--- config.mk ---
export PLATFORM = sky130hd
export DESIGN_NAME = backEnd
export DESIGN_NICKNAME = d
export VERILOG_FILES = /design/src/hw/isaPkg.sv /design/src/hw/pipePkg.sv /design/src/hw/pipeIf.sv /design/src/hw/alu.sv /design/src/hw/backEnd.sv /design/src/hw/execStage.sv /design/src/hw/forwardUnit.sv /design/src/hw/memStage.sv /design/src/hw/regFile.sv
export SDC_FILE = /design/constraint.sdc
export NUM_CORES = 2
export LEC_CHECK = 0
export BUFFER_PORTS_ARGS = -buffer_cell sky130_fd_sc_hd__buf_2
export CAP_MARGIN = 20
export CORE_MARGIN = 3
export CORE_UTILIZATION = 50
export CTS_BUF_LIST = sky130_fd_sc_hd__clkbuf_2
export DETAILED_ROUTE_END_ITERATION = 10
export MAX_ROUTING_LAYER = met4
export PLACE_DENSITY = 0.75
export SLEW_MARGIN = 20
export SYNTH_ARGS = -nofsm -noshare
export SYNTH_HDL_FRONTEND = slang
export SYNTH_SLANG_ARGS = --single-unit
--- constraint.sdc ---
create_clock -name clk -period 7.7 [get_ports clk]
set_input_delay 0.385 -clock clk [delete_from_list [all_inputs] [get_ports clk]]
set_output_delay 0.385 -clock clk [all_outputs]
set_load 0.01 [all_outputs]
--- src/hw/isaPkg.sv ---
`default_nettype none

package isaPkg;

    // Register index width, 32 architectural registers
    localparam int regAddrW = 5;

    // ALU operations as issued by the front end
    typedef enum logic [2:0] {
        aluAdd = 3'd0,
        aluSub = 3'd1,
        aluAnd = 3'd2,
        aluOr  = 3'd3,
        aluXor = 3'd4,
        aluSlt = 3'd5, // Signed compare
        aluSll = 3'd6,
        aluSrl = 3'd7
    } aluOp_e;

    // Where the written-back value comes from
    typedef enum logic {
        resAlu = 1'b0,
        resMem = 1'b1  // Load data
    } resSrc_e;

endpackage

`default_nettype wire

--- src/hw/pipePkg.sv ---
`default_nettype none

package pipePkg;

    // Operand source picked by the forwarding unit
    typedef enum logic [1:0] {
        fwdReg = 2'b00, // Register file read
        fwdWb  = 2'b01, // Writeback result
        fwdMem = 2'b10  // ALU result sitting in the memory stage
    } fwdSel_e;

endpackage

`default_nettype wire

--- src/hw/pipeIf.sv ---
`timescale 1ns/1ns
`default_nettype none

// Execute/memory pipeline register
interface exMemIf import isaPkg::*; #(
    parameter int dataWidth = 18
) ();
    logic                 valid;
    logic                 regWrite;
    logic                 memWrite;
    resSrc_e              resSrc;
    logic [regAddrW-1:0]  rd;
    logic [dataWidth-1:0] aluResult;
    logic [dataWidth-1:0] writeData; // Store data

    modport src (output valid, regWrite, memWrite, resSrc, rd, aluResult, writeData);
    modport dst (input valid, regWrite, memWrite, resSrc, rd, aluResult, writeData);
    modport mon (input valid, regWrite, resSrc, rd, aluResult);
endinterface

// Memory/writeback pipeline register
interface memWbIf import isaPkg::*; #(
    parameter int dataWidth = 18
) ();
    logic                 valid;
    logic                 regWrite;
    logic [regAddrW-1:0]  rd;
    logic [dataWidth-1:0] result;

    modport src (output valid, regWrite, rd, result);
    modport dst (input valid, regWrite, rd, result);
    modport mon (input valid, regWrite, rd, result);
endinterface

`default_nettype wire

--- src/hw/alu.sv ---
`timescale 1ns/1ns
`default_nettype none

module alu import isaPkg::*; #(
    parameter int dataWidth = 18
) (
    input  logic [dataWidth-1:0] opA,
    input  logic [dataWidth-1:0] opB,
    input  aluOp_e               op,
    output logic [dataWidth-1:0] result,
    output logic                 zero
);

    logic [3:0] shamt;
    logic       lessThan;

    assign shamt    = opB[3:0];                   // Only the low 4 bits shift
    assign lessThan = $signed(opA) < $signed(opB);

    always_comb begin
        case (op)
            aluAdd:  result = opA + opB;
            aluSub:  result = opA - opB;
            aluAnd:  result = opA & opB;
            aluOr:   result = opA | opB;
            aluXor:  result = opA ^ opB;
            aluSlt:  result = {{(dataWidth-1){1'b0}}, lessThan};
            aluSll:  result = opA << shamt;
            aluSrl:  result = opA >> shamt;
            default: result = '0;
        endcase
    end

    // Used by the branch decision
    assign zero = (result == '0);

endmodule

`default_nettype wire

--- src/hw/backEnd.sv ---
`timescale 1ns/1ns
`default_nettype none

module backEnd import isaPkg::*, pipePkg::*; #(
    parameter int dataWidth = 18,
    parameter int dmemDepth = 64
) (
    input  logic                 clk,
    input  logic                 rst,
    input  logic                 issueValid,
    input  aluOp_e               issueOp,
    input  logic                 issueAluSrc,
    input  logic                 issueRegWrite,
    input  logic                 issueMemWrite,
    input  resSrc_e              issueResSrc,
    input  logic                 issueBranch,
    input  logic [regAddrW-1:0]  issueRs1,
    input  logic [regAddrW-1:0]  issueRs2,
    input  logic [regAddrW-1:0]  issueRd,
    input  logic [dataWidth-1:0] issueImm,
    input  logic [dataWidth-1:0] issuePc,
    output logic                 branchTaken,
    output logic [dataWidth-1:0] branchTarget,
    output logic                 commitValid,
    output logic [regAddrW-1:0]  commitRd,
    output logic [dataWidth-1:0] commitData
);

    logic [dataWidth-1:0] rd1;
    logic [dataWidth-1:0] rd2;
    fwdSel_e              fwdA;
    fwdSel_e              fwdB;

    exMemIf #(.dataWidth(dataWidth)) exMem ();
    memWbIf #(.dataWidth(dataWidth)) memWb ();

    regFile #(.dataWidth(dataWidth)) regFileInst (
        .clk (clk),
        .rst (rst),
        .rs1 (issueRs1),
        .rs2 (issueRs2),
        .wb  (memWb),
        .rd1 (rd1),
        .rd2 (rd2)
    );

    forwardUnit fwdInst (
        .rs1   (issueRs1),
        .rs2   (issueRs2),
        .exMem (exMem),
        .memWb (memWb),
        .fwdA  (fwdA),
        .fwdB  (fwdB)
    );

    execStage #(.dataWidth(dataWidth)) execInst (
        .clk          (clk),
        .rst          (rst),
        .valid        (issueValid),
        .op           (issueOp),
        .aluSrc       (issueAluSrc),
        .regWrite     (issueRegWrite),
        .memWrite     (issueMemWrite),
        .resSrc       (issueResSrc),
        .branch       (issueBranch),
        .rd           (issueRd),
        .imm          (issueImm),
        .pc           (issuePc),
        .rd1          (rd1),
        .rd2          (rd2),
        .fwdA         (fwdA),
        .fwdB         (fwdB),
        .memWb        (memWb),
        .branchTaken  (branchTaken),
        .branchTarget (branchTarget),
        .exMem        (exMem)
    );

    memStage #(
        .dataWidth (dataWidth),
        .dmemDepth (dmemDepth)
    ) memInst (
        .clk   (clk),
        .rst   (rst),
        .exMem (exMem),
        .memWb (memWb)
    );

    // Commit port mirrors the writeback register
    assign commitValid = memWb.valid && memWb.regWrite;
    assign commitRd    = memWb.rd;
    assign commitData  = memWb.result;

endmodule

`default_nettype wire

--- src/hw/execStage.sv ---
`timescale 1ns/1ns
`default_nettype none

module execStage import isaPkg::*, pipePkg::*; #(
    parameter int dataWidth = 18
) (
    input  logic                 clk,
    input  logic                 rst,
    input  logic                 valid,
    input  aluOp_e               op,
    input  logic                 aluSrc,
    input  logic                 regWrite,
    input  logic                 memWrite,
    input  resSrc_e              resSrc,
    input  logic                 branch,
    input  logic [regAddrW-1:0]  rd,
    input  logic [dataWidth-1:0] imm,
    input  logic [dataWidth-1:0] pc,
    input  logic [dataWidth-1:0] rd1,
    input  logic [dataWidth-1:0] rd2,
    input  fwdSel_e              fwdA,
    input  fwdSel_e              fwdB,
    memWbIf.mon                  memWb,
    output logic                 branchTaken,
    output logic [dataWidth-1:0] branchTarget,
    exMemIf.src                  exMem
);

    logic [dataWidth-1:0] srcA;
    logic [dataWidth-1:0] fwdDataB; // Forwarded rs2 that doubles as store data
    logic [dataWidth-1:0] srcB;
    logic [dataWidth-1:0] aluResult;
    logic                 aluZero;

    // 3-to-1 forwarding mux used for both operands
    function automatic logic [dataWidth-1:0] pickOperand(input fwdSel_e sel,
                                                          input logic [dataWidth-1:0] regVal,
                                                          input logic [dataWidth-1:0] wbVal,
                                                          input logic [dataWidth-1:0] memVal);
        case (sel)
            fwdWb:   return wbVal;
            fwdMem:  return memVal;
            default: return regVal;
        endcase
    endfunction

    // The memory-stage value is read back from our own pipeline register
    assign srcA     = pickOperand(fwdA, rd1, memWb.result, exMem.aluResult);
    assign fwdDataB = pickOperand(fwdB, rd2, memWb.result, exMem.aluResult);
    assign srcB     = aluSrc ? imm : fwdDataB;

    alu #(.dataWidth(dataWidth)) aluInst (
        .opA    (srcA),
        .opB    (srcB),
        .op     (op),
        .result (aluResult),
        .zero   (aluZero)
    );

    assign branchTaken  = valid && branch && aluZero;
    assign branchTarget = pc + imm;

    // Control half of the execute/memory register
    always_ff @(posedge clk or negedge rst) begin
        if (!rst) begin
            exMem.valid    <= 1'b0;
            exMem.regWrite <= 1'b0;
            exMem.memWrite <= 1'b0;
            exMem.resSrc   <= resAlu;
            exMem.rd       <= '0;
        end else begin
            exMem.valid    <= valid;
            exMem.regWrite <= regWrite;
            exMem.memWrite <= memWrite;
            exMem.resSrc   <= resSrc;
            exMem.rd       <= rd;
        end
    end

    always_ff @(posedge clk) begin
        exMem.aluResult <= aluResult;
        exMem.writeData <= fwdDataB;
    end

endmodule

`default_nettype wire

--- src/hw/forwardUnit.sv ---
`timescale 1ns/1ns
`default_nettype none

module forwardUnit import isaPkg::*, pipePkg::*; (
    input  logic [regAddrW-1:0] rs1,
    input  logic [regAddrW-1:0] rs2,
    exMemIf.mon                 exMem,
    memWbIf.mon                 memWb,
    output fwdSel_e             fwdA,
    output fwdSel_e             fwdB
);

    logic memFwdOk; // Memory-stage entry may forward
    logic wbFwdOk;

    // A load in the memory stage has no data yet, so only ALU results qualify
    assign memFwdOk = exMem.valid && exMem.regWrite && (exMem.rd != '0) &&
                      (exMem.resSrc == resAlu);
    assign wbFwdOk  = memWb.valid && memWb.regWrite && (memWb.rd != '0);

    function automatic fwdSel_e pickSrc(input logic [regAddrW-1:0] rs,
                                        input logic                memOk,
                                        input logic [regAddrW-1:0] memRd,
                                        input logic                wbOk,
                                        input logic [regAddrW-1:0] wbRd);
        if (memOk && memRd == rs) begin
            return fwdMem;                      // Youngest value wins
        end else if (wbOk && wbRd == rs) begin
            return fwdWb;
        end
        return fwdReg;
    endfunction

    assign fwdA = pickSrc(rs1, memFwdOk, exMem.rd, wbFwdOk, memWb.rd);
    assign fwdB = pickSrc(rs2, memFwdOk, exMem.rd, wbFwdOk, memWb.rd);

endmodule

`default_nettype wire

--- src/hw/memStage.sv ---
`timescale 1ns/1ns
`default_nettype none

module memStage import isaPkg::*; #(
    parameter int dataWidth = 18,
    parameter int dmemDepth = 64  // Power of two
) (
    input  logic clk,
    input  logic rst,
    exMemIf.dst  exMem,
    memWbIf.src  memWb
);

    localparam int addrW = $clog2(dmemDepth);

    logic [dataWidth-1:0] dmem [dmemDepth];
    logic [addrW-1:0]     addr;
    logic [dataWidth-1:0] loadData;
    logic [dataWidth-1:0] result;

    assign addr     = exMem.aluResult[addrW-1:0]; // Word address wraps at the depth
    assign loadData = dmem[addr];
    assign result   = (exMem.resSrc == resMem) ? loadData : exMem.aluResult;

    // Memory starts out all zero, loads from unwritten words return zero
    always_ff @(posedge clk or negedge rst) begin
        if (!rst) begin
            for (int i = 0; i < dmemDepth; i++) begin
                dmem[i] <= '0;
            end
        end else if (exMem.valid && exMem.memWrite) begin
            dmem[addr] <= exMem.writeData;
        end
    end

    always_ff @(posedge clk or negedge rst) begin
        if (!rst) begin
            memWb.valid    <= 1'b0;
            memWb.regWrite <= 1'b0;
            memWb.rd       <= '0;
        end else begin
            memWb.valid    <= exMem.valid;
            memWb.regWrite <= exMem.regWrite;
            memWb.rd       <= exMem.rd;
        end
    end

    always_ff @(posedge clk) begin
        memWb.result <= result;
    end

endmodule

`default_nettype wire

--- src/hw/regFile.sv ---
`timescale 1ns/1ns
`default_nettype none

module regFile import isaPkg::*; #(
    parameter int dataWidth = 18
) (
    input  logic                 clk,
    input  logic                 rst,
    input  logic [regAddrW-1:0]  rs1,
    input  logic [regAddrW-1:0]  rs2,
    memWbIf.dst                  wb,
    output logic [dataWidth-1:0] rd1,
    output logic [dataWidth-1:0] rd2
);

    localparam int regCount = 1 << regAddrW;

    logic [dataWidth-1:0] regs [regCount];

    always_ff @(posedge clk or negedge rst) begin
        if (!rst) begin
            for (int i = 0; i < regCount; i++) begin
                regs[i] <= '0;
            end
        end else if (wb.valid && wb.regWrite && wb.rd != '0) begin
            regs[wb.rd] <= wb.result;
        end
    end

    // Register 0 is hardwired to zero
    assign rd1 = (rs1 == '0) ? '0 : regs[rs1];
    assign rd2 = (rs2 == '0) ? '0 : regs[rs2];

endmodule

`default_nettype wire

==> metrics.md <==
| Metric | Value |
|---|---|
| Status | complete, but fails checks |
| Violations in the final reports | setup timing |
| Slew Limit Fails | 0 |
| Antenna Nets Post-Route | 0 |
| TritonCTS clock tree | yes |
| Worst min-delay path startpoint | issueRs2[0] |
| Chip height | ~430 um |
| CTS Sinks | approximately 1800 |
| Detailed-route wire length | around 290 mm |
| Cell area power density | 218 nW/um^2 |
| DIE AREA | 182000 um^2 |
| Die width | about 430 um |
| Worst endpoint required time | 7320 ps |
| Hold path depth | 6 |
| Top post-synthesis cells by area | dfrtp_1 49%, mux2_2 22%, mux4_2 6.8% |
| Kind of capture point of the worst setup path | output port |
| Startpoint type of the worst setup path | register |
| Top library cells by usage in the layout, fill and taps aside | 1744 x mux2_2, 1736 x dfrtp_1, 646 x clkbuf_2, 426 x a22oi_1, 306 x buf_4 |
| Endpoint arrival time on the critical path | between 8000 and 9000 ps |
| Critical Path Max Stage Delay | 490 ps |
| Share of the yosys chip area belonging to registers | 50.7% |
| Yosys warnings | 0 |
| 1st-pass router iterations | 7 |
| Length in cells of the worst reg-to-reg path | 25 |
| Detail Route met3 WL | 26.9 mm |
| Number of hold-slack violations in the final timing report | 0 |
| Total setup violations reported at the end of the flow | 1 |
| Class of the most critical setup path | register to output port |
| Final Wtd Congestion | approximately 0.98 |
| Number of top-level pins | 105 |
| Wire length of the first global-routing pass | 430 mm |
| Worst setup slack for register-to-register paths | 1300 ps |
| Relative slew slack | 18.3% |
| Area of the mapped netlist | 88300 um^2 |
| Initial cell density of the core | approximately 50% |
| Setup repair after global routing missed its margin | true |
| Worst slack on hold paths | 146 ps |
| Inserted Clock Buffers | 451 |
| Reg2reg start | execInst.exMem.resSrc |
| Number of cells in the finished layout apart from fillers | about 9600 |
| Area share of the largest cell type after synthesis | between 40 and 50% |
| Vias in the first global route | 65061 |
| Worst flop-to-flop path endpoint | execInst.exMem.aluResult[17] |
| Wire length on met1 | 111 mm |
| Final design instance area without fill | approximately 97000 um^2 |
| Port bufs | around 100 |
| Final Worst Setup Slack | -803 ps |
| Number of antenna violations at the first check in global routing | 13 |
| Hold WC Path Type | input port to register |
| Synthesized Nets | about 6800 |
| Leading cell type in the layout, fill and taps excluded | mux2_2 |
| CTS root buf | clkbuf_2 |
| H-tree depth | 5 |
| DR top layer | met4 |
| Pre-CTS setup slack | -112 ps |
| Reg clk slew, reported paths | between 100 and 150 ps |
| Synth cell types | 94 |
| Mean cell area of the mapped netlist | 13.3 um^2 |
| Crit share post-route | 110% |
| Number of instances in the placed design | ~8700 |
| Avg Vias per Cell | 6.63 |
| F_max | about 0.12 GHz |
| Via total after detailed routing | around 64000 |
| Global route total overflow | 0 |
| LEAKAGE | 45.7 nW |
| Worst-Margin Slew | approximately 1200 ps |
| Highest net fanout along the worst path | 5 |
| Synth area leader | dfrtp_1 |
| HPWL after DPL | 181 mm |
| CTS Buffer Depth | 4 |
| Primary flip-flop cell chosen by synthesis mapping | dfrtp_1 |
| Post-synthesis async set-or-reset flop share | 97.0% |
| Number of enable flip-flop cells after synthesis | 0 |
| Gr usage total | 32.7% |
| Minimum period implied by the final worst setup slack | around 8500 ps |
| Final routed DRC violation total | 0 |
| Post-route clock skew | 215 ps |
| Synthesis-to-finish area growth | 10.3% |
| Maximum number of pins on one net before global-route repair | 202 |
| Cell at the slowest stage of the critical path | dfrtp_2 |
| Layout cell share with drive strength beyond 1 | 45.6% |
| Placeable Area | about 170000 um^2 |
| Number of max-capacitance violations reported | 0 |
| Peak VDD IR | roughly 0.18 mV |
| Per-cell routed wire length | just over 30 um |
| Total met2 wirelength after detailed routing | 134 mm |
| Number of rows created at floorplan | between 150 and 200 |
| Total placed instance area | a little over 90000 um^2 |
| Synthesis-stage register bit count | 1798 |
| Number of design-rule violations left by the first detailed-router iteration | 7004 |
| Clock Latency Late Sink | 1920 ps |
| Hold Crit Endpoint | execInst.exMem.writeData[8] |
| Synthesized instance count | 6618 |
| # nets final | 7095 |
==> logic make-up (layout without fill, tap and decap cells) <==
family	after synthesis	after routing	share of synthesized area (%)
AO/OA/AOI/OAI	1147	1147	9.69
adder cells (fa/ha/maj)	76	76	1.10
multiplexers	2185	2185	31.2
buffers and inverters	708	1352	3.27
flip-flops	1798	1798	50.7
other	0	19	0
XOR/XNOR	46	46	0.456
AND/OR/NAND/NOR	658	658	3.67
==> worst max path at each step <==
stage / endpoint / startpoint / slack, ps / depth (start not counted)
6_report: branchTaken / execInst.exMem.resSrc / -800 / 26
5_1_grt: branchTaken / execInst.exMem.rd[3] / -1190 / 27
4_1_cts: branchTaken / execInst.exMem.rd[0] / -830 / 23
3_5_place_dp: branchTaken / issueRs2[0] / -110 / 26
3_3_place_gp: branchTaken / issueRs2[2] / -220 / 27
2_1_floorplan: branchTaken / issueRs2[0] / 670 / 22
==> layer usage <==
layer | vias to the layer above | global-route usage (%)
met5 | - | -
met4 | 0 | 19.0
met3 | 920 | 7.68
met2 | 3525 | 49.3
met1 | 33239 | 40.4
li1 | 26019 | -
==> synthesized netlist by cell type, types with 33 or more instances <==
library cell	count
nand4_1	67
inv_1	78
xnor2_1	33
nand3_1	58
mux2i_1	165
a21oi_1	123
buf_1	87
clkbuf_1	473
mux4_2	266
nor2_1	188
buf_2	35
o221ai_1	35
mux2_2	1745
dfxtp_1	54
o21ai_0	66
a22oi_1	426
a31oi_1	75
ha_1	72
a22o_1	90
nor3_1	39
dfrtp_1	1744
nand2_1	147
a221oi_1	105
==> timing repair <==
item                       in CTS  in global routing
gates resized for setup        50                 36
pin swaps                       7                 22
hold buffers                   72                  0
hold endpoints to repair     1623                  0
setup buffers                   8                  7
setup endpoints to repair       1                  1
==> layout make-up <==
cell class | count | area, um^2
fillers | 14122 | 77400
clock inverters | 111 | 588
well taps | 2325 | 2910
multi-input cells | 4112 | 41400
flip-flops and latches | 1798 | 44800
inverters | 84 | 318
clock buffers | 646 | 3230
diodes | 19 | 47.5
repair buffers | 511 | 4180
==> report_power, final <==
part	switching, mW	total, mW	internal [mW]
Clock	3.89	6.31	2.42
Sequential	0.624	10.8	10.1
Combinational	2.57	4.12	1.56
==> critical path: cells and delay by family, from the launching register on <==
family | cells | cell delay (ps)
simple gates | 8 | 2580
buf+inv | 6 | 740
fa+ha+maj | 2 | 390
flops | 1 | 490
compound gates | 9 | 1800
mux | 1 | 220
==> state kept, by name (all words and copies together) (netlist names) <==
name                      flops
memInst.dmem               1152
execInst.exMem.valid          1
memInst.memWb.rd              5
execInst.exMem.regWrite       1
execInst.exMem.memWrite       1
execInst.exMem.resSrc         1
regFileInst.regs            576
memInst.memWb.valid           1
execInst.exMem.rd             5
execInst.exMem.writeData     18
memInst.memWb.regWrite        1
execInst.exMem.aluResult     18
memInst.memWb.result         18
==> through the flow <==
step                      util [%]  power (mW)  setup TNS, ps
final                         55.7        21.2           -803
after CTS                     55.6        21.2           -831
after floorplan                  -        13.0              0
after global routing          55.7        22.1          -1190
after global placement        52.8        14.7           -219
after detailed placement      52.8        14.8           -112
Note: power is estimated with default switching activity, not from simulation.
